==> config.mk <==
export PLATFORM = sky130hd
export DESIGN_NAME = trig_addr_fifo
export DESIGN_NICKNAME = d
export VERILOG_FILES = /design/src/design/trig_addr_fifo.sv
export VERILOG_INCLUDE_DIRS = /design/src /design/src/design
export SDC_FILE = /design/constraint.sdc
export NUM_CORES = 1
export LEC_CHECK = 0
export ABC_AREA = 1
export BUFFER_PORTS_ARGS = -buffer_cell sky130_fd_sc_hd__buf_4
export CORE_MARGIN = 2
export CORE_UTILIZATION = 45
export CTS_CLUSTER_SIZE = 10
export DETAILED_ROUTE_END_ITERATION = 10
export PLACE_DENSITY_LB_ADDON = 0.08
export SYNTH_ARGS = -nofsm -noshare
export SYNTH_HDL_FRONTEND = slang
export SYNTH_SLANG_ARGS = --single-unit
==> constraint.sdc <==
create_clock -name adc_clk -period 3.6 [get_ports adc_clk]
set_input_delay 0.36 -clock adc_clk [delete_from_list [all_inputs] [get_ports adc_clk]]
set_output_delay 0.36 -clock adc_clk [all_outputs]
set_load 0.01 [all_outputs]
==> src/design/adc_acq_macros.svh <==
`ifndef ADC_ACQ_MACROS_SVH
`define ADC_ACQ_MACROS_SVH

//////////////////////////////////////////////////
// data path widths

// packed sample pair: two 12-bit samples plus two over-range bits
`define ADC_WORD_W      26
// circular buffer address width, 256 entries
`define ADC_CBUF_AW     8
// output word: 4-bit tag plus 128-bit payload
`define ADC_OUT_W       132

//////////////////////////////////////////////////
// readout sizing

`define ADC_TRIG_DEPTH  4    // queued trigger addresses
`define ADC_BURST_WORDS 4    // packed words per data word
`define ADC_NBURST_W    14   // burst count width
`define ADC_OUT_CREDITS 4    // downstream credits after reset

`endif

==> src/design/trig_addr_fifo.sv <==
`timescale 1ns/10ps
`include "adc_acq_macros.svh"

module trig_addr_fifo (
    input  logic                    adc_clk,
    input  logic                    rst,
    input  logic                    push,       // gated trigger pulse
    input  logic [`ADC_CBUF_AW-1:0] push_addr,  // write address at trigger
    input  logic                    pop,
    output logic [`ADC_CBUF_AW-1:0] head_addr,  // oldest entry, valid when not empty
    output logic                    empty
);

    localparam int PTR_W = $clog2(`ADC_TRIG_DEPTH);
    localparam logic [PTR_W:0] FULL_CNT = `ADC_TRIG_DEPTH;

    logic [`ADC_CBUF_AW-1:0] mem [`ADC_TRIG_DEPTH];
    logic [PTR_W-1:0]        wr_ptr;
    logic [PTR_W-1:0]        rd_ptr;
    logic [PTR_W:0]          count;      // occupancy, 0 to depth
    logic                    full;
    logic                    do_push;
    logic                    do_pop;

    assign full      = (count == FULL_CNT);
    assign empty     = (count == '0);
    assign do_push   = push && !full;    // trigger lost when queue is full
    assign do_pop    = pop && !empty;
    assign head_addr = mem[rd_ptr];      // fall-through head

    //////////////////////////////////////////////////
    // pointers and occupancy

    always_ff @(posedge adc_clk) begin
        if (rst) begin
            wr_ptr <= '0;
            rd_ptr <= '0;
            count  <= '0;
        end else begin
            if (do_push)
                wr_ptr <= wr_ptr + 1'b1;
            if (do_pop)
                rd_ptr <= rd_ptr + 1'b1;
            case ({do_push, do_pop})
                2'b10:   count <= count + 1'b1;
                2'b01:   count <= count - 1'b1;
                default: count <= count;   // both or neither
            endcase
        end
    end

    // storage, no reset needed
    always_ff @(posedge adc_clk) begin
        if (do_push)
            mem[wr_ptr] <= push_addr;
    end

endmodule

# Word-level counts from Yosys, hierarchy flattened
# Memories as Yosys holds them, arrays and structs flattened. A register that Yosys moved wholly into a read port is not among the register bits.
# Cells that the tools add are included.
# totals
register_bits,7
out_inout_bits,9
mem_bits_rw,32
mem_count,1
input_bits,12
wordCells,22
# classes
eq_ne,3
n_addsub,4
mux,5
n_reduce_logical,6
# memory_table
memory,words,width,read_ports,rd_clocked_by_memory_dff,write_ports,line_no,rtl
mem,4,8,1,1,1,trig_addr_fifo.sv:17,logic [`ADC_CBUF_AW-1:0] mem [`ADC_TRIG_DEPTH];
# op_table
cell,n
3-bit case mux with 2 select lines,1
"2-bit by 1-bit adder with 2-bit output, second input constant",2
2-bit 2-to-1 mux,2
"3-bit by 1-bit adder with 3-bit output, second input constant",1
"3-bit == test, second input constant",1
3-bit zero test,1
"3-bit by 1-bit subtractor with 3-bit output, second input constant",1
"2-bit by 1-bit == test with 1-bit output, second input constant",1
"2-bit == test, second input constant",1
1-bit logical AND,2
1-bit zero test,2
1-bit 2-to-1 mux,2
2-bit nonzero test,1

# Longest topological paths before layout
# depth
ltp_word,5
mapped_depth,13
ltp_nobuf,13

# Worst setup path after synthesis
# OpenSTA, ideal clock, no wires.
# synth_timing
path_type,register -> register
from,register count[2]
to,register count[2]
period_less_slack_ps,1607
path_stages_with_launch,14
t_required_ps,3487
t_arrival_ps,1494
n_path_buf,0
path_slack_ps,1993
cell_sequence,dfxtp_1 -> inv_1 -> nand2_1 -> nand2_1 -> inv_1 -> ha_1 -> inv_1 -> fa_1 -> inv_1 -> nand2_1 -> nand3_1 -> nand2_1 -> nand2_1 -> nor2_1
# synth_between
elab_chain_len,5
# synth_rtl
item,line_no,rtl
start: declaration,trig_addr_fifo.sv:20,logic [PTR_W:0] count;
start signal: assignment,trig_addr_fifo.sv:45,2'b10: count <= count + 1'b1;
start signal: assignment,trig_addr_fifo.sv:46,2'b01: count <= count - 1'b1;
start signal: assignment,trig_addr_fifo.sv:47,default: count <= count;
3-bit zero test *,trig_addr_fifo.sv:26,assign empty = (count == '0);
1-bit zero test *,trig_addr_fifo.sv:28,assign do_pop = pop && !empty;
1-bit logical AND *,trig_addr_fifo.sv:28,
named net do_pop,trig_addr_fifo.sv:23,logic do_pop;
2-bit by 1-bit == test with 1-bit output / 2-bit == test (equally long branches),trig_addr_fifo.sv:44,"case ({do_push, do_pop})"
3-bit case mux with 2 select lines / 2-bit nonzero test (equally long branches),-,
# Mark *: on every way through the listed nets, which the timed path passes. The rest lies on a longest branch.
# A chain may end at the register's enable or synchronous reset.

==> impl_results.md <==
* Die Height at 65.3 µm
* Synth warn at 0
* Clk Latency, worst-skew pair at 0.28 ns
* DRC Markers at 0
* Fillers at 327
* Fin crit share at 0.585
* Clock Root Buffer: clkbuf_8
* Synth area leader: edfxtp_1
* Die X-Extent at 65.3 µm
* Total Power at 1280 µW
* Area Overhead vs Synth at 16.4%
* Switching Share at 0.315
* FF+latch count, synth at 41
* Cell-internal power at 880 µW
* Average size of a mapped cell at 11.7 µm²
* Area fraction of the dominant cell type after synthesis at 0.568
* Final #Nets at 188
* Fin area at 1970 µm²
* Initial DRC Count at 60
* CTS sink cnt at 41
* Netlist cell types at 18
* Hold_buf cts at 0
* Setup Fix Bufs, Post-CTS at 0
* Placed inst area at 1880 µm²
* R2R depth at 13
* Post-synthesis sequential area ratio at 0.675
* Total grt overflow at 0
* Gp weighted congestion at 0.681
* Die area at 4260 µm²
* Htree depth at 2
* Hold Path Class: in -> reg
* Flop pwr share at 0.483
* Post-CTS sizing at 0
* DP HPWL at 2.01 mm
* Avg WL per Cell at 13.3 µm
* Synth area leaders: edfxtp_1 57%, dfxtp_1 11%, nor2_1 5.1%
* Syn Nets at 163
* Logic pwr share at 0.287
* DR vias at 1067
* Worst vdd ir at 0.000292 V
* Hold path cells at 2
* Clk_skew at 0.00943 ns
* Reg2reg setup slack at 1.82 ns
* Clock group share of total power at 0.231
* Vias in the first global route at 1061
* Final slew viol count at 0
* Leak at 0.000758 µW
* Crit-path max FO at 17
* Final min period at 2.11 ns
* Setup TNS at 0 ns
* Final Util at 0.542
* Largest net degree at the start of global routing at 18
* Initial antenna violation count at 0
* Commonest cells after routing, fill and taps aside: 32 x edfxtp_1, 23 x nor2_1, 20 x buf_4
* Final WL at 2.90 mm
* Status: finished clean
* Power Density at 652 nW/µm²
* TritonCTS clock tree: built
* WP data required at 3.24 ns
* Max Freq at 475 MHz
* ANT cells at 0
* Setup CP Type: reg -> out
* Proportion of layout cells with a drive suffix above 1 at 0.205
* Worst R2R Start: count[1]
* Initial Util at 0.465
* Post-Syn Area at 1690 µm²
* GRT Total Usage at 0.159
* Crit start category: flop
* Port buffer count at 20
* Syn Inst Count at 145
* Final std cells w/o fill at 219
* Hold Vio Cnt, Final at 0
* Max Root-Sink Buffers at 2
* Slew headroom at 0.468
* Setup-failing EPs final at 0
* Core area at 3630 µm²
* First-pass GRT wire length at 4.91 mm
* Reg clk slew, reported paths at 0.07 ns
* Slew @ Worst Pin at 0.796 ns
* CP Data Arrival Time at 1.75 ns
* Vias/cell at 4.87
* Dpl cells at 211
* Top-Level Pins at 21
* Critical Path End Type: output pin
* Commonest non-fill, non-tap cell in the layout: edfxtp_1
* Net Sw Power at 404 µW
* Max cap viols at 0
* CTS Buf Count at 5
* DRT Pass-1 Iters at 4
* Routed Antenna Nets at 0
* Worst hold endpoint: wr_ptr[0]
* Min-delay src: rst
* Worst reg2reg endpoint: count[2]
* RSZ-0062 raised after global routing: false
* # rows at 22
==> critical path, stage by stage (launching register included) <==
cell and delay (ns):
dfxtp_1 0.70, inv_2 0.28, o21ai_0 0.22, o22ai_1 0.11
buf_4 0.15
==> flip-flops by register name (all words and copies together), names as in the netlist, named ones only <==
signal  flops
count       3
mem        32
rd_ptr      2
wr_ptr      2
==> per-stage QoR <==
| step | hold WS (ns) | setup slack, ns |
|---|---|---|
| after floorplan | 0.429 | 1.99 |
| after global placement | 0.489 | 1.87 |
| after detailed placement | 0.492 | 1.78 |
| after CTS | 0.262 | 1.48 |
| after global routing | 0.261 | 1.26 |
| final | 0.265 | 1.49 |
==> cell families after synthesis <==
family | count (synthesis) | synth area share
adder cells (fa/ha/maj) | 6 | 0.0489
AO/OA/AOI/OAI | 31 | 0.104
flip-flops | 41 | 0.675
AND/OR/NAND/NOR | 46 | 0.116
buffers and inverters | 21 | 0.0555
==> final cells by class <==
class	count	area, µm²	share of cell area
multi-input combinational	83	455	0.231
timing repair buffer	20	150	0.0763
tap	48	60.1	0.0305
sequential	41	1140	0.580
inverter	19	71.3	0.0362
clock buffer	8	90.1	0.0458
==> synth_stat cells, drive strengths merged <==
| cell | n |
|---|---|
| a21oi | 5 |
| buf | 2 |
| dfxtp | 9 |
| edfxtp | 32 |
| fa | 1 |
| ha | 5 |
| inv | 19 |
| nand2 | 15 |
| nand3 | 5 |
| nor2 | 26 |
| o21ai | 18 |
| o22ai | 8 |
==> power groups by stage <==
stage	clock, µW	sequential [µW]	combinational, µW
2_1_floorplan	0	610	256
3_3_place_gp	0	628	359
3_5_place_dp	0	631	372
4_1_cts	305	621	373
5_1_grt	327	629	421
6_report	296	620	368
==> per-layer routing <==
layer,track usage,vias to the layer above,share of wire
met3,0.0377,6,0.048
met2,0.264,26,0.49
met5,0,-,0
met4,0.0781,0,0.020
met1,0.194,491,0.45
li1,-,544,-
==> worst max path at each step <==
stage / from / cells after the start / to
after floorplan: count[2] / 13 / count[2]
final: flop / 4 / head_addr[0]
after CTS: flop / 4 / head_addr[5]
after detailed placement: flop / 4 / head_addr[5]
after global placement: count[1] / 13 / count[2]
after global routing: flop / 4 / head_addr[5]
(Power assumes the default switching activity.)
