==> config.mk <==
export PLATFORM = sky130hd
export DESIGN_NAME = acq_ctrl_sm
export DESIGN_NICKNAME = d
export VERILOG_FILES = /design/src/design/adc_acq_pkg.sv /design/src/design/acq_ctrl_sm.sv
export VERILOG_INCLUDE_DIRS = /design/src /design/src/design
export SDC_FILE = /design/constraint.sdc
export NUM_CORES = 1
export LEC_CHECK = 0
export BUFFER_PORTS_ARGS = -buffer_cell sky130_fd_sc_hd__buf_2
export CORE_MARGIN = 2
export CORE_UTILIZATION = 52
export DETAILED_ROUTE_END_ITERATION = 12
export HOLD_SLACK_MARGIN = 0.08
export PLACE_DENSITY = 0.81
export RECOVER_POWER = 25
export SYNTH_ARGS = -nofsm -noshare
export SYNTH_HDL_FRONTEND = slang
export SYNTH_SLANG_ARGS = --single-unit
==> constraint.sdc <==
create_clock -name adc_clk -period 2.5 [get_ports adc_clk]
set_input_delay 0.5 -clock adc_clk [delete_from_list [all_inputs] [get_ports adc_clk]]
set_output_delay 0.5 -clock adc_clk [all_outputs]
set_load 0.01 [all_outputs]
==> src/design/adc_acq_macros.svh <==
`ifndef ADC_ACQ_MACROS_SVH
`define ADC_ACQ_MACROS_SVH

//////////////////////////////////////////////////
// data path widths

// packed sample pair: two 12-bit samples plus two over-range bits
`define ADC_WORD_W      26
// circular buffer address width, 256 entries
`define ADC_CBUF_AW     8
// output word: 4-bit tag plus 128-bit payload
`define ADC_OUT_W       132

//////////////////////////////////////////////////
// readout sizing

`define ADC_TRIG_DEPTH  4    // queued trigger addresses
`define ADC_BURST_WORDS 4    // packed words per data word
`define ADC_NBURST_W    14   // burst count width
`define ADC_OUT_CREDITS 4    // downstream credits after reset

`endif

==> src/design/adc_acq_pkg.sv <==
package adc_acq_pkg;

    // readout controller states
    typedef enum logic [2:0] {
        ST_IDLE,
        ST_POP_TRIG,      // take trigger address from the queue
        ST_START_ADDR,    // load read counter with pre-trigger start
        ST_SEND_HDR,
        ST_READ_BURST,    // four back-to-back buffer reads
        ST_SEND_DATA,
        ST_SEND_SUM,
        ST_DONE
    } acq_state_t;

    // opcode carried in out_dat[131:128]
    typedef enum logic [3:0] {
        TAG_WFM_HDR  = 4'd1,
        TAG_DATA     = 4'd2,
        TAG_CHECKSUM = 4'd3
    } frame_tag_t;

endpackage

==> src/design/acq_ctrl_sm.sv <==
`timescale 1ns/10ps
`include "adc_acq_macros.svh"

module acq_ctrl_sm (
    input  logic                      adc_clk,
    input  logic                      rst,
    input  logic                      acq_enable,          // capture running
    input  logic                      acq_trig,            // one-cycle trigger
    input  logic                      trig_empty,
    input  logic [`ADC_CBUF_AW-1:0]   trig_head_addr,
    input  logic [`ADC_NBURST_W-1:0]  num_bursts,
    input  logic [`ADC_CBUF_AW-1:0]   pre_trig,
    input  logic [23:0]               initial_fill_num,
    input  logic                      initial_fill_num_wr,
    input  logic                      out_credit,          // one credit returned
    output logic                      trig_push,
    output logic                      trig_pop,
    output logic [`ADC_CBUF_AW-1:0]   rd_addr,
    output logic                      latch_dat,           // rd_dat valid, shift it in
    output logic                      sum_clear,
    output adc_acq_pkg::frame_tag_t   word_sel,
    output logic [`ADC_CBUF_AW-1:0]   trig_addr,
    output logic [23:0]               fill_num,
    output logic                      out_valid,
    output logic                      acq_done,
    output logic                      sm_idle
);
    import adc_acq_pkg::*;

    localparam int WCNT_W = $clog2(`ADC_BURST_WORDS);
    localparam int CRED_W = $clog2(`ADC_OUT_CREDITS + 1);
    localparam logic [CRED_W-1:0] CRED_INIT = `ADC_OUT_CREDITS;

    acq_state_t               state;
    acq_state_t               state_nxt;
    logic [`ADC_CBUF_AW-1:0]  start_addr;   // trigger address minus pre_trig
    logic [`ADC_NBURST_W-1:0] burst_cnt;    // bursts still to send
    logic [WCNT_W-1:0]        word_cnt;     // reads issued in this burst
    logic [CRED_W-1:0]        credit_cnt;
    logic                     has_credit;
    logic                     rd_issue;
    logic                     last_word;
    logic                     last_burst;

    assign trig_push  = acq_trig && acq_enable;   // no triggers while capture is off
    assign trig_pop   = (state == ST_POP_TRIG);
    assign sum_clear  = (state == ST_START_ADDR);
    assign acq_done   = (state == ST_DONE);
    assign sm_idle    = (state == ST_IDLE);
    assign rd_issue   = (state == ST_READ_BURST);
    assign has_credit = (credit_cnt != '0);
    assign last_word  = &word_cnt;                      // burst length is a power of two
    assign last_burst = (burst_cnt[`ADC_NBURST_W-1:1] == '0);   // count is 0 or 1

    //////////////////////////////////////////////////
    // word select and qualifier

    always_comb begin
        case (state)
            ST_SEND_HDR: word_sel = TAG_WFM_HDR;
            ST_SEND_SUM: word_sel = TAG_CHECKSUM;
            default:     word_sel = TAG_DATA;
        endcase
    end

    always_comb begin
        case (state)
            ST_SEND_HDR, ST_SEND_SUM: out_valid = has_credit;
            ST_SEND_DATA:             out_valid = has_credit && !latch_dat;  // last word still landing
            default:                  out_valid = 1'b0;
        endcase
    end

    //////////////////////////////////////////////////
    // next state, word states hold without credit

    always_comb begin
        state_nxt = state;
        case (state)
            ST_IDLE: begin
                if (!trig_empty)
                    state_nxt = ST_POP_TRIG;
            end
            ST_POP_TRIG:   state_nxt = ST_START_ADDR;
            ST_START_ADDR: state_nxt = ST_SEND_HDR;
            ST_SEND_HDR: begin
                if (out_valid)
                    state_nxt = ST_READ_BURST;
            end
            ST_READ_BURST: begin
                if (last_word)
                    state_nxt = ST_SEND_DATA;
            end
            ST_SEND_DATA: begin
                if (out_valid)
                    state_nxt = last_burst ? ST_SEND_SUM : ST_READ_BURST;
            end
            ST_SEND_SUM: begin
                if (out_valid)
                    state_nxt = ST_DONE;
            end
            default: state_nxt = ST_IDLE;   // ST_DONE, one cycle
        endcase
    end

    //////////////////////////////////////////////////
    // control registers

    always_ff @(posedge adc_clk) begin
        if (rst) begin
            state     <= ST_IDLE;
            latch_dat <= 1'b0;
            word_cnt  <= '0;
            burst_cnt <= '0;
        end else begin
            state     <= state_nxt;
            latch_dat <= rd_issue;              // read port latency of one
            if (rd_issue)
                word_cnt <= word_cnt + 1'b1;    // wraps back to 0 after the burst
            if (state == ST_START_ADDR)
                burst_cnt <= num_bursts;
            else if (state == ST_SEND_DATA && out_valid)
                burst_cnt <= burst_cnt - 1'b1;
        end
    end

    // credits: take on valid, give back on out_credit
    always_ff @(posedge adc_clk) begin
        if (rst)
            credit_cnt <= CRED_INIT;
        else if (out_valid && !out_credit)
            credit_cnt <= credit_cnt - 1'b1;
        else if (out_credit && !out_valid && credit_cnt != CRED_INIT)
            credit_cnt <= credit_cnt + 1'b1;    // saturate at the initial count
    end

    always_ff @(posedge adc_clk) begin
        if (rst)
            fill_num <= '0;
        else if (initial_fill_num_wr)
            fill_num <= initial_fill_num;
        else if (acq_done)
            fill_num <= fill_num + 1'b1;        // one per waveform
    end

    //////////////////////////////////////////////////
    // addresses

    always_ff @(posedge adc_clk) begin
        if (trig_pop) begin
            trig_addr  <= trig_head_addr;
            start_addr <= trig_head_addr - pre_trig;   // wraps in the ring
        end
        if (state == ST_START_ADDR)
            rd_addr <= start_addr;
        else if (rd_issue)
            rd_addr <= rd_addr + 1'b1;
    end

endmodule

# Word-level counts from Yosys, hierarchy flattened
# Index checks and enable logic that the tools add are counted.
[totals] reg_bits=71 out_inout_bits=51
[classes] muxes=17 n_addsub=7 reduce_logical=19 eq_ne=13
[ops] operator="$mux 24" count=2
[ops] operator="$mux 14" count=2
[ops] operator="$add 24x1->24 const B" count=1
[ops] operator="$mux 3" count=7
[ops] operator="$pmux 3 s7" count=1
[ops] operator="$mux 8" count=2
[ops] operator="$sub 14x1->14 const B" count=1
[ops] operator="$logic_not 13->1" count=1
[ops] operator="$eq 3x3->1 const B" count=4
[ops] operator="$add 8x1->8 const B" count=1
[ops] operator="$ne 2x2->1 const B" count=4
[ops] operator="$reduce_bool 2->1" count=4
[ops] operator="$sub 8x8->8" count=1
[ops] operator="$eq 3x2->1 const B" count=2
[ops] operator="$logic_and 1x1->1" count=6
[ops] operator="$reduce_and 5->1" count=1
[ops] operator="$pmux 2 s2" count=1
[ops] operator="$add 3x1->3 const B" count=1
[ops] operator="$eq 3x1->1 const B" count=1
[ops] operator="$logic_not 1->1" count=3
[ops] operator="$logic_not 3->1" count=1
[ops] operator="$ne 3x3->1 const B" count=1
[ops] operator="$reduce_bool 3->1" count=1
[ops] operator="$sub 3x1->3 const B" count=1
[ops] operator="6 further kinds" count=6

# Depth between registers and ports, before layout
[logic_depth] word_depth=8 depth_mapped=11

# Worst setup path after synthesis
# No wires, ideal clock.
[synth_timing] path_type="register -> output" from="reg state[1]" to="out trig_pop" t_required_ns=2.000 n_path_buf=2 slack_ns=-0.016 stages_incl_launch_ff=4 arrival_ns=2.016 path_cell_list="dfxtp_1 -> buf_2 -> clkbuf_1 -> nor3_1"
[synth_between] elab_chain_len=1
[synth_rtl] item="start, declared" line_no="acq_ctrl_sm.sv:34" source="acq_state_t state;"
[synth_rtl] item="start signal, assigned" line_no="acq_ctrl_sm.sv:116" source="state <= state_nxt;"
[synth_rtl] item="$eq 3x1->1" line_no="acq_ctrl_sm.sv:46" source="assign trig_pop = (state == ST_POP_TRIG);"
[synth_rtl] item="end, declared" line_no="acq_ctrl_sm.sv:17" source="output logic trig_pop,"
# Every way passes these cells.

# Worst setup path after layout
[layout_timing] from="reg state[0]" to="reg credit_cnt[2]"
[layout_between] elab_chain_len=7
[layout_rtl] item="$eq 3x3->1 / $eq 3x2->1 (equally long branches)" line_no="acq_ctrl_sm.sv:67" source="case (state)"
[layout_rtl] item="$reduce_or 2->1" line_no="acq_ctrl_sm.sv:67"
[layout_rtl] item="$pmux 1 s2 (*)" line_no="acq_ctrl_sm.sv:67"
[layout_rtl] item="$logic_not 1->1" line_no="acq_ctrl_sm.sv:133" source="else if (out_credit && !out_valid && credit_cnt != CRED_INIT)"
[layout_rtl] item="$logic_and 1x1->1 (2 in series)" line_no="acq_ctrl_sm.sv:133"
[layout_rtl] item="$reduce_bool 2->1 (no line)"
[layout_rtl] item="end signal, assigned" line_no="acq_ctrl_sm.sv:132" source="credit_cnt <= credit_cnt - 1'b1;"
[layout_rtl] item="end signal, assigned" line_no="acq_ctrl_sm.sv:134" source="credit_cnt <= credit_cnt + 1'b1;"
[layout_rtl] item="end, declared" line_no="acq_ctrl_sm.sv:39" source="logic [CRED_W-1:0] credit_cnt;"
# Mark *: on every way between the ends. The rest lies on a longest branch, timed or not.
# A chain may end at the register's enable or synchronous reset.

==> summary.txt <==
Critical path
  – CP startpoint kind: flip-flop
  – Most frequent CP cell: nor3_1
  – Worst Path Buf+Inv: 0
  – CP Depth: 10
  – Slowest-stage cell, CP: dfxtp_1
  – Crit-path cells: and4bb_2 > a21oi_1 > nor3_1 > xor2_1 > ha_1 > nor3_1 > nand2_1 > nor3_1 > a311oi_1 > o211ai_1
  – Critical path arrival: 2.52 ns
  – R2r setup slk: 0.20 ns
  – CP endpoint kind: flip-flop
  – CP Max Fanout: 6
  – Worst reg2reg endpoint: credit_cnt[2]
  – Critical R2R Launch: state[0]
  – Delay-heaviest family, CP: simple AND/OR/NAND/NOR gates
  – WS Path Type: reg -> reg
  – Max incr delay on CP: 0.46 ns
  – Critical path data required time: 2.71 ns
  – R2R depth: 10

CTS
  – H-tree depth: 3
  – Number of CTS-inserted buffers: 9
  – Worst-Skew Late Latency: 0.34 ns
  – Clock slew at reported path FFs: 0.08 ns
  – Clock sinks: 71
  – TritonCTS clock tree: yes
  – Longest Clk Path Bufs: 2
  – Clock Root Buffer: clkbuf_8

Layout
  – Layout cells sized above 1: 22.10%
  – # diodes: 0
  – Util after Layout: 64.97%
  – Post-route cell area: 4687 µm²
  – Nets: 612
  – Sequential Area: 1663 µm²
  – Multi-input gate area: 2033 µm²
  – Fill cells: 671
  – Layout area overhead: 21.31%

Timing
  – Tcrit/Tclk final: 92.17%
  – RSZ-0062 raised after global routing: no
  – Max-slew violation count: 0
  – Setup violators final: 0
  – Min Hold Slack: 0.3427 ns
  – Slew @ Worst Pin: 0.7696 ns
  – Relative slew slack: 48.69%
  – Max Fclk: 434.0 MHz
  – Fin. Hold Viols: 0
  – Total negative slack: 0 ns
  – Minimum clock period: 2.304 ns
  – Layout Skew: 0.007365 ns

Floorplanning
  – Core Footprint: 7214 µm²
  – # rows: 31
  – Die height: 90.20 µm
  – IO Pins: 112
  – Initial Util: 53.56%
  – Chip width: 90.20 µm
  – Full die area: 8136 µm²

Yosys
  – Warnings, synthesis: 0
  – Unique masters post-synth: 49
  – Post-Synthesis Cells: 431
  – Synth Flop Type: dfxtp_1
  – Async SR Flop Fraction: 0%
  – Synth Area per Inst: 8.965 µm²
  – Register bit total from synthesis: 71
  – Register area share after synthesis: 43.01%
  – EDFF count, synth: 24
  – Post-Syn Area: 3864 µm²

Pwr
  – Pwr Total: 3.785 mW
  – VDD IR max: 0.0004877 V
  – Net switching power: 1.337 mW
  – Combinational Power Share: 31.2%
  – Switching share of power: 35.32%
  – Clock network fraction of design power: 24.1%
  – Pwr/cell area: 807.6 nW/µm²
  – Pint: 2.448 mW
  – Pleak: 1.880 nW
  – Flop pwr share: 44.8%

Routing
  – Final wirelength: 8.598 mm
  – Post-route ant nets: 0
  – Initial DRC count: 121
  – DRC: 0
  – Routed vias/inst: 5.308
  – DRT Pass-1 Iters: 4
  – Post-DR wirelength/cell: 13.39 µm
  – Vias post-DR: 3,408

Flow run
  – Max_cap viols: 0

Hold path
  – Hold WC Path Type: in -> reg
  – Min-delay src: trig_head_addr[0]
  – Min-Delay Endpoint: trig_addr[0]
  – Hold Crit Depth: 1

Global routing
  – Vias in the first global route: 3,261
  – GRT Total Usage: 21.64%
  – Largest net degree at the start of global routing: 33
  – Total gr overflow: 0
  – Initial antenna violation count: 0
  – Global-route wire length before repair: 14.50 mm

Outcome
  – Status: finished, final reports clean

Placed design
  – Post-DP HPWL: 6.325 mm
  – Port bufs: 109
  – Routability cong.: 0.8314
  – Area after DPL: 4518 µm²
## layout by cell type, fill, tap and decap left out, types with 9 or more instances in the layout
cell / n
a211oi_1: 27
xor2_1: 23
ha_1: 12
o21ai_0: 15
a21oi_1: 15
nand3_1: 15
buf_2: 82
nor2_1: 54
clkbuf_1: 28
nand4_1: 10
edfxtp_1: 24
nor3_1: 15
inv_1: 21
dfxtp_1: 46
clkbuf_8: 9
nand2_1: 37
buf_4: 10
xnor2_1: 26
## worst max path at each step
stage	from	end	slack, ns
global placement	state[2]	credit_cnt[2]	0.39
floorplan	state[1]	credit_cnt[2]	0.41
global route	state[0]	credit_cnt[2]	0.05
CTS	state[2]	credit_cnt[2]	0.1
finish	state[0]	credit_cnt[2]	0.20
detailed placement	state[2]	credit_cnt[2]	0.14
## worst register-to-register path: stages, from the launching register on
cell and delay, ns:
dfxtp_1 0.46, and4bb_2 0.34, a21oi_1 0.10, nor3_1 0.25, xor2_1 0.19, ha_1 0.22, nor3_1 0.08, nand2_1 0.08
nor3_1 0.04, a311oi_1 0.29, o211ai_1 0.12
## Yosys cell counts (4+ instances only)
| cell | instances | area, µm² |
|---|---|---|
| buf_2 | 4 | 20.02 |
| nand2_1 | 37 | 138.9 |
| dfxtp_1 | 47 | 940.9 |
| or3_1 | 7 | 43.79 |
| a211oi_1 | 27 | 202.7 |
| xnor2_1 | 26 | 227.7 |
| and3_1 | 6 | 37.54 |
| a21oi_1 | 15 | 75.07 |
| nand3_1 | 15 | 75.07 |
| o21ai_0 | 15 | 75.07 |
| nor2_1 | 54 | 202.7 |
| a311oi_1 | 5 | 43.79 |
| inv_1 | 21 | 78.83 |
| ha_1 | 12 | 150.1 |
| nor4_1 | 4 | 25.02 |
| nor3_1 | 16 | 80.08 |
| nand2b_1 | 4 | 25.02 |
| clkbuf_1 | 18 | 67.56 |
| edfxtp_1 | 24 | 720.7 |
| nand4_1 | 10 | 62.56 |
| xor2_1 | 24 | 210.2 |
## per-stage QoR
step | cells | worst slack [ns]
2_1_floorplan | 432 | 0.4120
3_3_place_gp | 626 | 0.3880
3_5_place_dp | 626 | 0.1357
4_1_cts | 642 | 0.09625
5_1_grt | 642 | 0.05104
6_report | 642 | 0.1959
## repair_timing
| action | in CTS | in global routing |
|---|---|---|
| setup endpoints to repair | 0 | 1 |
| buffers inserted | 0 | 0 |
| gates resized for setup | 0 | 2 |
| hold buffers | 0 | 0 |
## sequential cells by signal, indices dropped and copies added, names as in the netlist
register / cells
fill_num: 24
burst_cnt: 14
rd_addr: 8
start_addr: 8
trig_addr: 8
credit_cnt: 3
state: 3
word_cnt: 2
latch_dat: 1
## area by class of cell
| type | count | area share, % |
|---|---|---|
| sequential | 71 | 35.48 |
| clock buffer | 9 | 2.643 |
| multi-input combinational | 315 | 43.38 |
| timing repair buffer | 120 | 12.60 |
| inverter | 21 | 1.682 |
| tap | 99 | 2.643 |
| clock inverter | 7 | 1.575 |
## layer usage
layer | GRT usage [%] | part of all wire (%) | vias up
met3 | 5.616 | 5.0 | 9
li1 | - | - | 1739
met2 | 37.09 | 50 | 90
met4 | 8.077 | 1.3 | 0
met5 | 0 | 0 | -
met1 | 26.17 | 43 | 1570
## power groups by stage
stage / combinational [mW] / sequential [mW] / clock, mW
after global placement: 1.16 / 1.70 / 0
after CTS: 1.20 / 1.69 / 0.933
after detailed placement: 1.19 / 1.71 / 0
after global routing: 1.32 / 1.73 / 0.982
after floorplan: 0.816 / 1.70 / 0
final: 1.18 / 1.69 / 0.911
## cell families (layout without fill, tap and decap cells)
| logic type | count (synthesis) | count (layout) | synth area share [%] |
|---|---|---|---|
| AOI/OAI and AO/OA | 78 | 78 | 14.05 |
| xor gates and xnor gates | 50 | 50 | 11.33 |
| adders and majority gates | 13 | 13 | 4.404 |
| buffers and inverters | 46 | 157 | 4.793 |
| DFF | 71 | 71 | 43.01 |
| muxes | 1 | 1 | 0.2591 |
| other | 1 | 2 | 0.09706 |
| and+or+nand+nor | 171 | 171 | 22.05 |
Note: power is estimated with default switching activity, not from simulation.
