File: src/design/adc_acq_macros.svh
`ifndef ADC_ACQ_MACROS_SVH
`define ADC_ACQ_MACROS_SVH

//////////////////////////////////////////////////
// data path widths

// packed sample pair: two 12-bit samples plus two over-range bits
`define ADC_WORD_W      26
// circular buffer address width, 256 entries
`define ADC_CBUF_AW     8
// output word: 4-bit tag plus 128-bit payload
`define ADC_OUT_W       132

//////////////////////////////////////////////////
// readout sizing

`define ADC_TRIG_DEPTH  4    // queued trigger addresses
`define ADC_BURST_WORDS 4    // packed words per data word
`define ADC_NBURST_W    14   // burst count width
`define ADC_OUT_CREDITS 4    // downstream credits after reset

`endif

File: src/design/adc_acq_pkg.sv
package adc_acq_pkg;

    // readout controller states
    typedef enum logic [2:0] {
        ST_IDLE,
        ST_POP_TRIG,      // take trigger address from the queue
        ST_START_ADDR,    // load read counter with pre-trigger start
        ST_SEND_HDR,
        ST_READ_BURST,    // four back-to-back buffer reads
        ST_SEND_DATA,
        ST_SEND_SUM,
        ST_DONE
    } acq_state_t;

    // opcode carried in out_dat[131:128]
    typedef enum logic [3:0] {
        TAG_WFM_HDR  = 4'd1,
        TAG_DATA     = 4'd2,
        TAG_CHECKSUM = 4'd3
    } frame_tag_t;

endpackage

File: src/design/acq_frame_mux.sv
`timescale 1ns/10ps
`include "adc_acq_macros.svh"

module acq_frame_mux (
    input  logic                      adc_clk,
    input  logic                      rst,
    input  logic [`ADC_WORD_W-1:0]    rd_dat,       // buffer read data
    input  logic                      latch_dat,
    input  logic                      sum_clear,    // start of waveform
    input  adc_acq_pkg::frame_tag_t   word_sel,
    input  logic                      out_valid,
    input  logic [11:0]               channel_tag,
    input  logic [23:0]               fill_num,
    input  logic [`ADC_NBURST_W-1:0]  num_bursts,
    input  logic [`ADC_CBUF_AW-1:0]   trig_addr,
    output logic [`ADC_OUT_W-1:0]     out_dat
);
    import adc_acq_pkg::*;

    localparam int TAG_W     = $bits(frame_tag_t);
    localparam int PAY_W     = `ADC_OUT_W - TAG_W;   // 128
    localparam int HDR_PAD_W = 78 - `ADC_CBUF_AW;    // zero gap in bits 77:8

    logic [`ADC_WORD_W-1:0] shift_q [`ADC_BURST_WORDS];
    logic [PAY_W-1:0]       data_pay;
    logic [PAY_W-1:0]       hdr_pay;
    logic [PAY_W-1:0]       sum_q;      // running XOR of data payloads
    logic [PAY_W-1:0]       pay;

    //////////////////////////////////////////////////
    // burst shift register
    // newest word enters at the top, first read ends in slot 0

    always_ff @(posedge adc_clk) begin
        if (latch_dat) begin
            shift_q[`ADC_BURST_WORDS-1] <= rd_dat;
            for (int i = 0; i < `ADC_BURST_WORDS - 1; i++)
                shift_q[i] <= shift_q[i+1];
        end
    end

    always_comb begin
        data_pay = '0;                          // upper bits stay zero
        for (int i = 0; i < `ADC_BURST_WORDS; i++)
            data_pay[i*`ADC_WORD_W +: `ADC_WORD_W] = shift_q[i];
    end

    // header: tag 127:116, fill 115:92, bursts 91:78, trig addr at the bottom
    assign hdr_pay = {channel_tag, fill_num, num_bursts, {HDR_PAD_W{1'b0}}, trig_addr};

    //////////////////////////////////////////////////
    // checksum accumulator

    always_ff @(posedge adc_clk) begin
        if (rst || sum_clear)
            sum_q <= '0;
        else if (out_valid && word_sel == TAG_DATA)
            sum_q <= sum_q ^ data_pay;          // only words actually sent
    end

    always_comb begin
        case (word_sel)
            TAG_WFM_HDR:  pay = hdr_pay;
            TAG_CHECKSUM: pay = sum_q;
            default:      pay = data_pay;
        endcase
    end

    assign out_dat = {word_sel, pay};   // opcode in the top nibble

endmodule

File: config.mk
export PLATFORM = sky130hd
export DESIGN_NAME = acq_frame_mux
export DESIGN_NICKNAME = d
export VERILOG_FILES = /design/src/design/adc_acq_pkg.sv /design/src/design/acq_frame_mux.sv
export VERILOG_INCLUDE_DIRS = /design/src /design/src/design
export SDC_FILE = /design/constraint.sdc
export NUM_CORES = 1
export LEC_CHECK = 0
export ABC_CLOCK_PERIOD_IN_PS = 1600
export BUFFER_PORTS_ARGS = -buffer_cell sky130_fd_sc_hd__buf_2
export CAP_MARGIN = 20
export CORE_MARGIN = 10
export CORE_UTILIZATION = 49
export CTS_CLUSTER_DIAMETER = 200
export DETAILED_ROUTE_END_ITERATION = 10
export GPL_TIMING_DRIVEN = 0
export PLACE_DENSITY = 0.75
export SYNTH_ARGS = -nofsm -noshare
export SYNTH_HDL_FRONTEND = slang
export SYNTH_SLANG_ARGS = --single-unit
File: constraint.sdc
create_clock -name adc_clk -period 1.6 [get_ports adc_clk]
set_input_delay 0.32 -clock adc_clk [delete_from_list [all_inputs] [get_ports adc_clk]]
set_output_delay 0.32 -clock adc_clk [all_outputs]
set_load 0.02 [all_outputs]
* After elaboration in Yosys (flattened, before gate mapping)
Memory sizes are Yosys's and may differ from the RTL's. Index checks and enable logic that the tools add are counted.
Word-level totals: register bits 128, latch bits 0, RAM bits 104, bits in read-only memories 0, bits of input ports 93, output and inout port bits 132, logic and storage cells 11, memories 1
Operators by class: $add $sub $neg 0, multiply operators 0, div/mod/pow operators 0, order comparisons 0, eq/ne operators 3, shift operators 0, multiplexer cells 3, bitwise logic cells 1, reductions and logical operators 2
Memory list:
- shift_q | words 4, width 26, read ports 4, clocked after Yosys merged registers in 0, write ports 4, line acq_frame_mux.sv:24 | logic [`ADC_WORD_W-1:0] shift_q [`ADC_BURST_WORDS];
Operators with widths (number):
- $pmux 128 s2 | 1
- $xor 128x104->128 | 1
- $eq 4x2->1 const B | 2
- $eq 4x1->1 const B | 1
- $mux 1 | 2
- $logic_and 1x1->1 | 1
- $logic_or 1x1->1 | 1

* Logic depth before layout (Yosys ltp)
Gate-level depths: netlist of run 1.
depth in word-level cells 2, depth in mapped cells 7, depth with buffers taken out 3

* Least setup slack after synthesis of run 1
Ideal clock, no wire load.
path type input to output, start in word_sel[3], end out out_dat[100], arrival time 1.633 ns, required time 1.280 ns, path slack -0.353 ns, stages 5, path buffers 3, cells stage by stage or3b_1 > buf_2 > buf_6 > buf_6 > o21ai_0
Between the ends: longest elaborated chain between the ends 2, elaborated cells between the ends (all ways) 3, those cells by class 2 x eq/ne; 1 x mux
RTL lines:
- start, declared | line acq_frame_mux.sv:10 | input adc_acq_pkg::frame_tag_t word_sel,
- $eq 4x2->1 / $eq 4x1->1 (equally long branches) | line acq_frame_mux.sv:62 | case (word_sel)
- $pmux 128 s2 (*) | line acq_frame_mux.sv:62
- end, declared | line acq_frame_mux.sv:16 | output logic [`ADC_OUT_W-1:0] out_dat
Mark *: on every way between the ends. The rest lies on a longest branch, timed or not.

* Final worst setup path of run 1
start in word_sel[3], end out out_dat[102]
The elaborated chain is that of the path after synthesis.

==> flow_summary.toml, run 1 <==
[synth]
syn-cell-area_um2 = 10200
yosys_warnings = 0
synth-async-reset-ratio_pct = 0
synth_edf_count = 104
synth_flop_cell = "edfxtp_1"
avgSynthCellArea_um2 = 9.48
netlist_instances = 1075
synth.top_cells.by_area = "edfxtp_1 (31%), dfxtp_1 (20%), nand2_1 (10%)"
yosysSeqAreaShare_pct = 51.1
ys_ff_latch = 208
yosysUniqueCellTypes = 19
synth_area_leader_cell = "edfxtp_1"
synth_top_area_share_pct = 30.6
synth_fp_nets = 1168

[worst_setup_path]
crit-reg2reg-capture = "sum_q[43]"
critPathKind = "input port to output pin"
reg2reg_depth = 3
required_ps = 1280
start_kind = "input port"
r2r_slack_ps = 320
worst_setup_path_end_kind = "output pin"
cp.arrival_ps = 1790
r2r-start = "shift_q[1][17]"
cp_max_fo = 7

[outcome]
violations = "negative setup slack"
outcome = "complete, but fails checks"

[timing]
tns_ps = -54430
finClkSkew_ps = 9.55
slew_violations = 0
layout_min_cycle_time_ps = 2110
min_period_over_period_pct = 132
worst_slew_pin_slew_ps = 594
hold_viol = 0
fin_ws_ps = -505
max-slew-margin-rel_pct = 60.3
max_freq_ghz = 0.475
final-setup-viol-count = 128
rsz0062_at_grt = "yes"

[pwr]
power.leakage_uw = 0.00610
power_uw = 14600
power_density_nw_per_um2 = 920
max-vdd-ir-drop_mv = 0.786

[clock_network]
clock_path_buffers = 3
htreeDepth = 1
clk_pin_slew_worst_paths_ps = 60
clock_sinks = 208
cts_root_buffer = "clkbuf_16"
cts_made_buffers = 23
cts_tree = "built"
insertion_delay_ps = 510

[detailed_routing]
drt_iter0_drc = 1187
ant_nets = 0
drc = 0
vias = 10600
drtPass1Iterations = 5
drt_wl_total_mm = 42.8
post_drt_wl_per_cell_um = 25.6
via_per_inst = 6.33

[grt]
grt_usage_pct = 27.8
use_met3_pct = 5.71
grt_overflow_total = 0
grt_util_met2_pct = 46.6
gr-max-usage-layer = "met2"
grt_pass1_wl_mm = 58.5
antenna_found_initial = 0
met1_usage_pct = 32.4
grt_pass1_vias = 10200
grt_start_max_net_pins = 70

[worst_hold_path]
whs_endpoint = "shift_q[3][18]"
hold_path.startpoint = "rd_dat[18]"
hold_path.class = "input port to register"
worstHoldPathCells = 1

[finish]
layout-drive-gt1-share_pct = 42.2
mostFrequentLayoutCells = "nand2_1 (175), buf_6 (130), buf_2 (118)"
seq_area_um2 = 5200
final_cells = 1669
layout-area-overhead-vs-synth_pct = 55.6
multi_input_area_um2 = 5820
fin_nets = 1476
nFillCells = 1167
fin_area_um2 = 15900
antenna_cells = 0
final_common_cell = "nand2_1"

[place]
dp.cells = 1568
gp_congestion = 0.946
io_buffers = 222
postPlaceCellArea_um2 = 12100
dp_hpwl_mm = 24.7

[die]
dieArea_um2 = 27000
core_um2 = 20400
ios = 225
die_y_um = 164
start_util_pct = 50.1
placementRows = 52
die-width_um = 164

[job]
max-cap-violations = 0
critical path, cell delays in order:
cell and delay [ps]:
buf_6 100, or3b_4 440, buf_12 170, buf_12 140, buf_12 150, buf_6 140
o21ai_4 180, buf_6 150
timing repair:
item / 4_1_cts / 5_1_grt
gates resized for setup: 461 / 214
hold buffers: 25 / 0
setup endpoints to repair: 152 / 128
gates cloned: 12 / 6
hold endpoints to repair: 25 / 0
pin swaps: 24 / 33
setup buffers: 13 / 13
worst max-delay path by stage:
stage	depth (start not counted)	end	slack, ps	from
detailed placement	6	out_dat[75]	-710	word_sel[1]
global route	8	out_dat[102]	-490	word_sel[3]
global placement	1	shift_q[1][12]	-830	latch_dat
finish	8	out_dat[102]	-510	word_sel[3]
floorplan	4	out_dat[0]	-240	word_sel[3]
CTS	9	out_dat[49]	-490	word_sel[2]
synthesized netlist by cell type, types with 20 or more instances:
cell type and number:
buf_2 37, edfxtp_1 104, o21ai_1 20, nor4_1 104, dfxtp_1 104, o31a_1 104, mux2i_1 34, nand2_1 278
o21a_1 104, clkbuf_1 57, and2_1 24, o21ai_0 84
stage by stage:
| step | util (%) | hold WS [ps] | setup slack (ps) |
|---|---|---|---|
| after floorplan | - | 419 | -235 |
| after global placement | 59.2 | 475 | -832 |
| after detailed placement | 59.3 | 469 | -708 |
| after CTS | 73.3 | 11.2 | -486 |
| after global routing | 77.9 | 6.22 | -494 |
| final | 77.9 | 17.9 | -505 |
kinds of logic (layout without fill, tap and decap cells):
group | after synthesis | count (layout) | share of synthesized area [%]
and+or+nand+nor | 411 | 411 | 18.4
AOI/OAI and AO/OA | 312 | 312 | 21.7
buffers and inverters | 110 | 434 | 5.46
muxes | 34 | 34 | 3.34
DFF | 208 | 208 | 51.1
area by class of cell:
| type | instances | share of cell area (%) |
|---|---|---|
| clock inverters | 16 | 1.42 |
| clock buffers | 25 | 3.74 |
| flip-flops and latches | 208 | 32.8 |
| multi-input cells | 757 | 36.7 |
| plain buffers | 106 | 5.21 |
| repair buffers | 287 | 18.0 |
| well taps | 270 | 2.13 |
per-layer routing:
metal / vias to the layer above / part of all wire (%)
met3: 171 / 10
met4: 0 / 6.1
met5: - / 0
met1: 5011 / 35
met2: 786 / 49
li1: 4592 / -
power breakdown:
part           internal [uW]  switching [uW]  total, uW
Clock                   3500            2320       5820
Combinational           1120            1500       2620
Sequential              5830             317       6150
Total                  10500            4140      14600
registers in the layout (all words and copies together), names as in the netlist:
| register | flops |
|---|---|
| sum_q | 104 |
| shift_q | 104 |
No activity file was read; power rests on OpenSTA's default activity.
==> run 2, diff against run 1 <==
--- a/config.mk
+++ b/config.mk
@@ -8,13 +8,13 @@
 export LEC_CHECK = 0
 export ABC_CLOCK_PERIOD_IN_PS = 1600
 export BUFFER_PORTS_ARGS = -buffer_cell sky130_fd_sc_hd__buf_2
-export CAP_MARGIN = 20
 export CORE_MARGIN = 10
-export CORE_UTILIZATION = 49
+export CORE_UTILIZATION = 51
+export CTS_BUF_LIST = sky130_fd_sc_hd__clkbuf_8
 export CTS_CLUSTER_DIAMETER = 200
 export DETAILED_ROUTE_END_ITERATION = 10
 export GPL_TIMING_DRIVEN = 0
-export PLACE_DENSITY = 0.75
+export PLACE_DENSITY = 0.78
 export SYNTH_ARGS = -nofsm -noshare
 export SYNTH_HDL_FRONTEND = slang
 export SYNTH_SLANG_ARGS = --single-unit
==> run 2 against run 1 <==
Net effect:
- the flow still finishes with violations (negative setup slack)
- critical path type unchanged
- final area fell by 6.4%
- core utilization fell by 2.1 points
- power fell by 8.9%
- maximum frequency rose by 1.6%
- critical path depth rose by 1
- largest cell class unchanged
- largest power group unchanged
- final cell count rose by 0.42%
- sequential power fell by 0.7%
==> flow_summary.toml, run 2 (same netlist as run 1, synthesis figures left out) <==
[outcome]
outcome = "complete, but fails checks"
violations = "negative setup slack"

[detailed_routing]
drtPass1Iterations = 6
drt_iter0_drc = 1101
drc = 0
via_per_inst = 6.13
vias = 10300
post_drt_wl_per_cell_um = 23.0
ant_nets = 0
drt_wl_total_mm = 38.5

[die]
start_util_pct = 52.0
core_um2 = 19600
die_y_um = 161
placementRows = 51
die-width_um = 161
dieArea_um2 = 26000
ios = 225

[pwr]
clkPwrFrac_pct = 36.3
power_uw = 13300
p_seq_share_pct = 46.0
p_sw_share_pct = 29.5
intPower_uw = 9370
max-vdd-ir-drop_mv = 0.750
p_switching_uw = 3920
combPwrFrac_pct = 17.7
power_density_nw_per_um2 = 896
power.leakage_uw = 0.00578

[worst_setup_path]
critPathKind = "input port to output pin"
start_kind = "input port"
cpMostUsedCell = "buf_12"
required_ps = 1280
worst_setup_path_end_kind = "output pin"
path_delay_family = "buffers and inverters"
reg2reg_depth = 3
crit_chain = "buf_8 -> or3b_4 -> buf_12 -> buf_12 -> buf_12 -> buf_8 -> nand2_1 -> o21ai_2 -> buf_6"
path_buf_inv = 6
cp_num_cells = 9
cp_max_fo = 10
cp.arrival_ps = 1750
cpPeakStageDelay_ps = 420
cp_slowest_cell = "or3b_4"

[place]
dp.cells = 1563
dp_worst_setup_slack_ps = -670
gp_congestion = 0.891
dp_hpwl_mm = 24.5
io_buffers = 222

[grt]
grt_pass1_vias = 10000
grt_pass1_wl_mm = 57.0
grt_start_max_net_pins = 77
grt_usage_pct = 27.4
grt_overflow_total = 0
antenna_found_initial = 0

[clock_network]
cts_root_buffer = "clkbuf_8"
clock_sinks = 208
htreeDepth = 2
cts_tree = "built"
clock_path_buffers = 3
cts_made_buffers = 36
insertion_delay_ps = 530
clk_pin_slew_worst_paths_ps = 60

[finish]
utilization_pct = 75.7
mostFrequentLayoutCells = "nand2_1 (206), buf_2 (136), buf_6 (105)"
fin_nets = 1477
reg_top3 = "shift_q: 104 flops, sum_q: 104 flops"
layout-drive-gt1-share_pct = 37.7
final_common_cell = "nand2_1"
final_cells = 1676
layout-area-overhead-vs-synth_pct = 45.5

[timing]
min_period_over_period_pct = 129
tns_ps = -53700
final-setup-viol-count = 128
rsz0062_at_grt = "yes"
slew_violations = 0
max-slew-margin-rel_pct = 58.2
worst_slew_pin_slew_ps = 627
finClkSkew_ps = 17.1
max_freq_ghz = 0.483
layout_min_cycle_time_ps = 2070
fin_ws_ps = -472
hold_viol = 0

[job]
max-cap-violations = 0

[worst_hold_path]
worstHoldPathCells = 1
hold_path.class = "input port to register"
==> run 2: cell types whose count changed in the layout (fill, tap and decap cells not counted), sizes merged, moves of 3 or more <==
cell / previous run / this run
inv: 0 / 9
clkinv: 6 / 14
bufinv: 5 / 2
clkinvlp: 5 / 0
buf: 308 / 304
clkbuf: 85 / 90
==> run 2: through the flow <==
stage	hold WS [ps]	instance area [um2]
2_1_floorplan	419	10600
3_3_place_gp	481	12000
3_5_place_dp	479	12100
4_1_cts	238	14400
5_1_grt	257	14800
6_report	252	14800
==> run 2: layout make-up <==
cell class	instances	area [um2]
multi-input combinational	757	5380
fill	1213	4750
buffer	108	766
timing repair buffer	273	2460
clock buffer	39	537
clock inverter	25	156
sequential	208	5200
antenna	1	2.50
tap	265	332
==> run 2: per-layer routing <==
metal / part of all wire [%] / track usage [%] / wire length [um]
met5: 0 / 0 / 0
met2: 49 / 45.6 / 18800
met1: 37 / 33.0 / 14200
met4: 4.9 / 13.9 / 1900
met3: 9.5 / 5.82 / 3650
==> run 2: final timing paths <==
kind / slack (ps) / startpoint / to
worst max-delay path: -470 / word_sel[2] / out_dat[74]
worst min-delay path: 250 / latch_dat / shift_q[3][15]
worst max register to register: 380 / shift_q[1][8] / sum_q[34]
worst min register to register: 500 / shift_q[3][2] / shift_q[2][2]
==> run 2: power groups by stage <==
stage	clock network (uW)	logic [uW]	registers (uW)
5_1_grt	5070	2480	6110
6_report	4830	2350	6110
3_3_place_gp	0	1690	6170
4_1_cts	4780	2150	6070
2_1_floorplan	0	1070	6030
3_5_place_dp	0	1730	6170
==> run 2: repair_timing <==
item	4_1_cts	5_1_grt
endpoints found under the setup margin	137	128
pin swaps	14	12
gates resized for setup	359	148
setup buffers	14	1
cloned	9	0
hold buffers	26	0
hold endpoints to repair	26	0
==> run 2: worst register-to-register path, cell delays in order, from the launching register on <==
cell      delay [ps]
edfxtp_1         540
nand2_1          130
o31a_1           260
o21a_1           180
==> run 3, diff against run 2 <==
--- a/config.mk
+++ b/config.mk
@@ -9,12 +9,13 @@
 export ABC_CLOCK_PERIOD_IN_PS = 1600
 export BUFFER_PORTS_ARGS = -buffer_cell sky130_fd_sc_hd__buf_2
 export CORE_MARGIN = 10
-export CORE_UTILIZATION = 51
+export CORE_UTILIZATION = 35
 export CTS_BUF_LIST = sky130_fd_sc_hd__clkbuf_8
 export CTS_CLUSTER_DIAMETER = 200
 export DETAILED_ROUTE_END_ITERATION = 10
 export GPL_TIMING_DRIVEN = 0
-export PLACE_DENSITY = 0.78
+export PLACE_DENSITY = 0.57
+export SKIP_LAST_GASP = 1
 export SYNTH_ARGS = -nofsm -noshare
 export SYNTH_HDL_FRONTEND = slang
 export SYNTH_SLANG_ARGS = --single-unit
==> run 3 against run 2 <==
Net effect:
- the flow still finishes with violations (negative setup slack)
- clock skew rose by 11 ps
- clock power decreased by 1%
- clock-buffer cell count up 3
- power hardly changed
- combinational power up 2%
- global-route usage down 6.9 points
- sequential share of layout area down 0.99 points
- wire length increased by 2.2%
- non-clock buffer count is 1 lower
- core utilization is 23 points lower
- critical path depth unchanged
==> flow_summary.toml, run 3 (same netlist as run 1, synthesis figures left out) <==
[worst_setup_path]
cp.arrival_ps = 1750
start_kind = "input port"
r2r_slack_ps = 370
worst_setup_path_end_kind = "output pin"
cp_slowest_cell = "or3b_4"
crit-reg2reg-capture = "sum_q[61]"
cp_max_fo = 6
reg2reg_depth = 3
required_ps = 1280
critPathKind = "input port to output pin"
cpPeakStageDelay_ps = 440
crit_chain = "buf_6 -> or3b_4 -> buf_12 -> buf_12 -> buf_12 -> buf_12 -> nand2_4 -> o21ai_4 -> buf_6"
r2r-start = "shift_q[2][9]"
critPathLaunch = "word_sel[3]"
cpMostUsedCell = "buf_12"

[grt]
grt_pass1_vias = 9675
antenna_found_initial = 0
grt_overflow_total = 0
grt_usage_pct = 20.6
grt_pass1_wl_mm = 58.5
grt_start_max_net_pins = 71

[detailed_routing]
drtPass1Iterations = 5
vias = 9772
post_drt_wl_per_cell_um = 21.8
drt_iter0_drc = 708
ant_nets = 0
drt_wl_total_mm = 39.3
drc = 0
via_per_inst = 5.43

[timing]
hold_viol = 0
final-setup-viol-count = 128
rsz0062_at_grt = "yes"
min_period_over_period_pct = 129
worst_slew_pin_slew_ps = 636
max-slew-margin-rel_pct = 57.5
layout_min_cycle_time_ps = 2070
max_freq_ghz = 0.483
fin_ws_ps = -470
slew_violations = 0
finClkSkew_ps = 27.7

[place]
dp_worst_setup_slack_ps = -786
dp.cells = 1682
io_buffers = 222
dp_hpwl_mm = 27.1
gp_congestion = 0.815

[worst_hold_path]
hold_path.startpoint = "latch_dat"
worstHoldPathCells = 1
hold_path.class = "input port to register"
whs_endpoint = "shift_q[3][15]"

[die]
core_um2 = 28700
die-width_um = 191
ios = 225
start_util_pct = 35.5
placementRows = 62
dieArea_um2 = 36400
die_y_um = 191

[finish]
final_cells = 1801
final_common_cell = "nand2_1"
reg_top3 = "shift_q: 104 flops, sum_q: 104 flops"
antenna_cells = 0
mostFrequentLayoutCells = "nand2_1 (200), buf_2 (130), buf_6 (116)"
fin_nets = 1479
layout-drive-gt1-share_pct = 38.7
layout-area-overhead-vs-synth_pct = 49.8

[clock_network]
clock_sinks = 208
cts_root_buffer = "clkbuf_8"
htreeDepth = 2
clock_path_buffers = 3
insertion_delay_ps = 540
cts_tree = "built"
cts_made_buffers = 39
clk_pin_slew_worst_paths_ps = 60

[outcome]
outcome = "complete, but fails checks"
violations = "negative setup slack"

[pwr]
power_density_nw_per_um2 = 870
power.leakage_uw = 0.00587
max-vdd-ir-drop_mv = 0.672

[job]
max-cap-violations = 0
[run 3: worst max path at each step]
| stage | endpoint | slack, ps |
|---|---|---|
| 6_report | out_dat[73] | -470 |
| 5_1_grt | out_dat[39] | -490 |
| 4_1_cts | out_dat[73] | -480 |
| 3_5_place_dp | out_dat[75] | -790 |
| 3_3_place_gp | shift_q[1][12] | -890 |
| 2_1_floorplan | out_dat[0] | -240 |
[run 3: power by group]
| part | leakage, uW | internal, uW | total [uW] | switching (uW) |
|---|---|---|---|---|
| Clock | 0.000408 | 2440 | 4760 | 2320 |
| Sequential | 0.00186 | 5830 | 6130 | 294 |
| Combinational | 0.00361 | 1000 | 2400 | 1400 |
| Total | 0.00587 | 9280 | 13300 | 4010 |
[run 3: layout make-up]
cell class | instances | area (um2)
Buffer | 107 | 773
Clock buffer | 42 | 578
Clock inverter | 30 | 135
Fill cell | 2584 | 13400
Multi-Input combinational cell | 757 | 5580
Sequential cell | 208 | 5200
Tap cell | 384 | 480
Timing Repair Buffer | 273 | 2520
[run 3: metal layers]
layer | track usage [%] | vias up | part of all wire, %
li1 | - | 4597 | -
met1 | 26.7 | 4715 | 43
met2 | 32.5 | 390 | 47
met3 | 4.72 | 70 | 7.0
met4 | 8.06 | 0 | 3.2
met5 | 0 | - | 0
[run 3: per-stage QoR]
stage / setup TNS, ps / utilization (%) / instance area (um2) / total power [uW] / hold slack [ps]
2_1_floorplan: -20760 / - / 10600 / 7100 / 419
3_3_place_gp: -204410 / 42.5 / 12200 / 7940 / 479
3_5_place_dp: -113140 / 42.6 / 12200 / 7960 / 480
4_1_cts: -52350 / 50.5 / 14500 / 13200 / 263
5_1_grt: -54660 / 53.2 / 15300 / 13800 / 283
6_report: -50860 / 53.2 / 15300 / 13300 / 276
[run 3: critical path, delay by kind of cell]
family          cells  cell delay, ps
compound gates      1              70
simple gates        2             510
buf+inv             6             840
[run 3: what timing repair did]
action,CTS,global route
resized for setup,358,189
hold buffers,26,0
gates cloned,8,5
pin swaps,10,21
endpoints found under the hold margin,26,0
endpoints found under the setup margin,188,128
buffers inserted,7,5
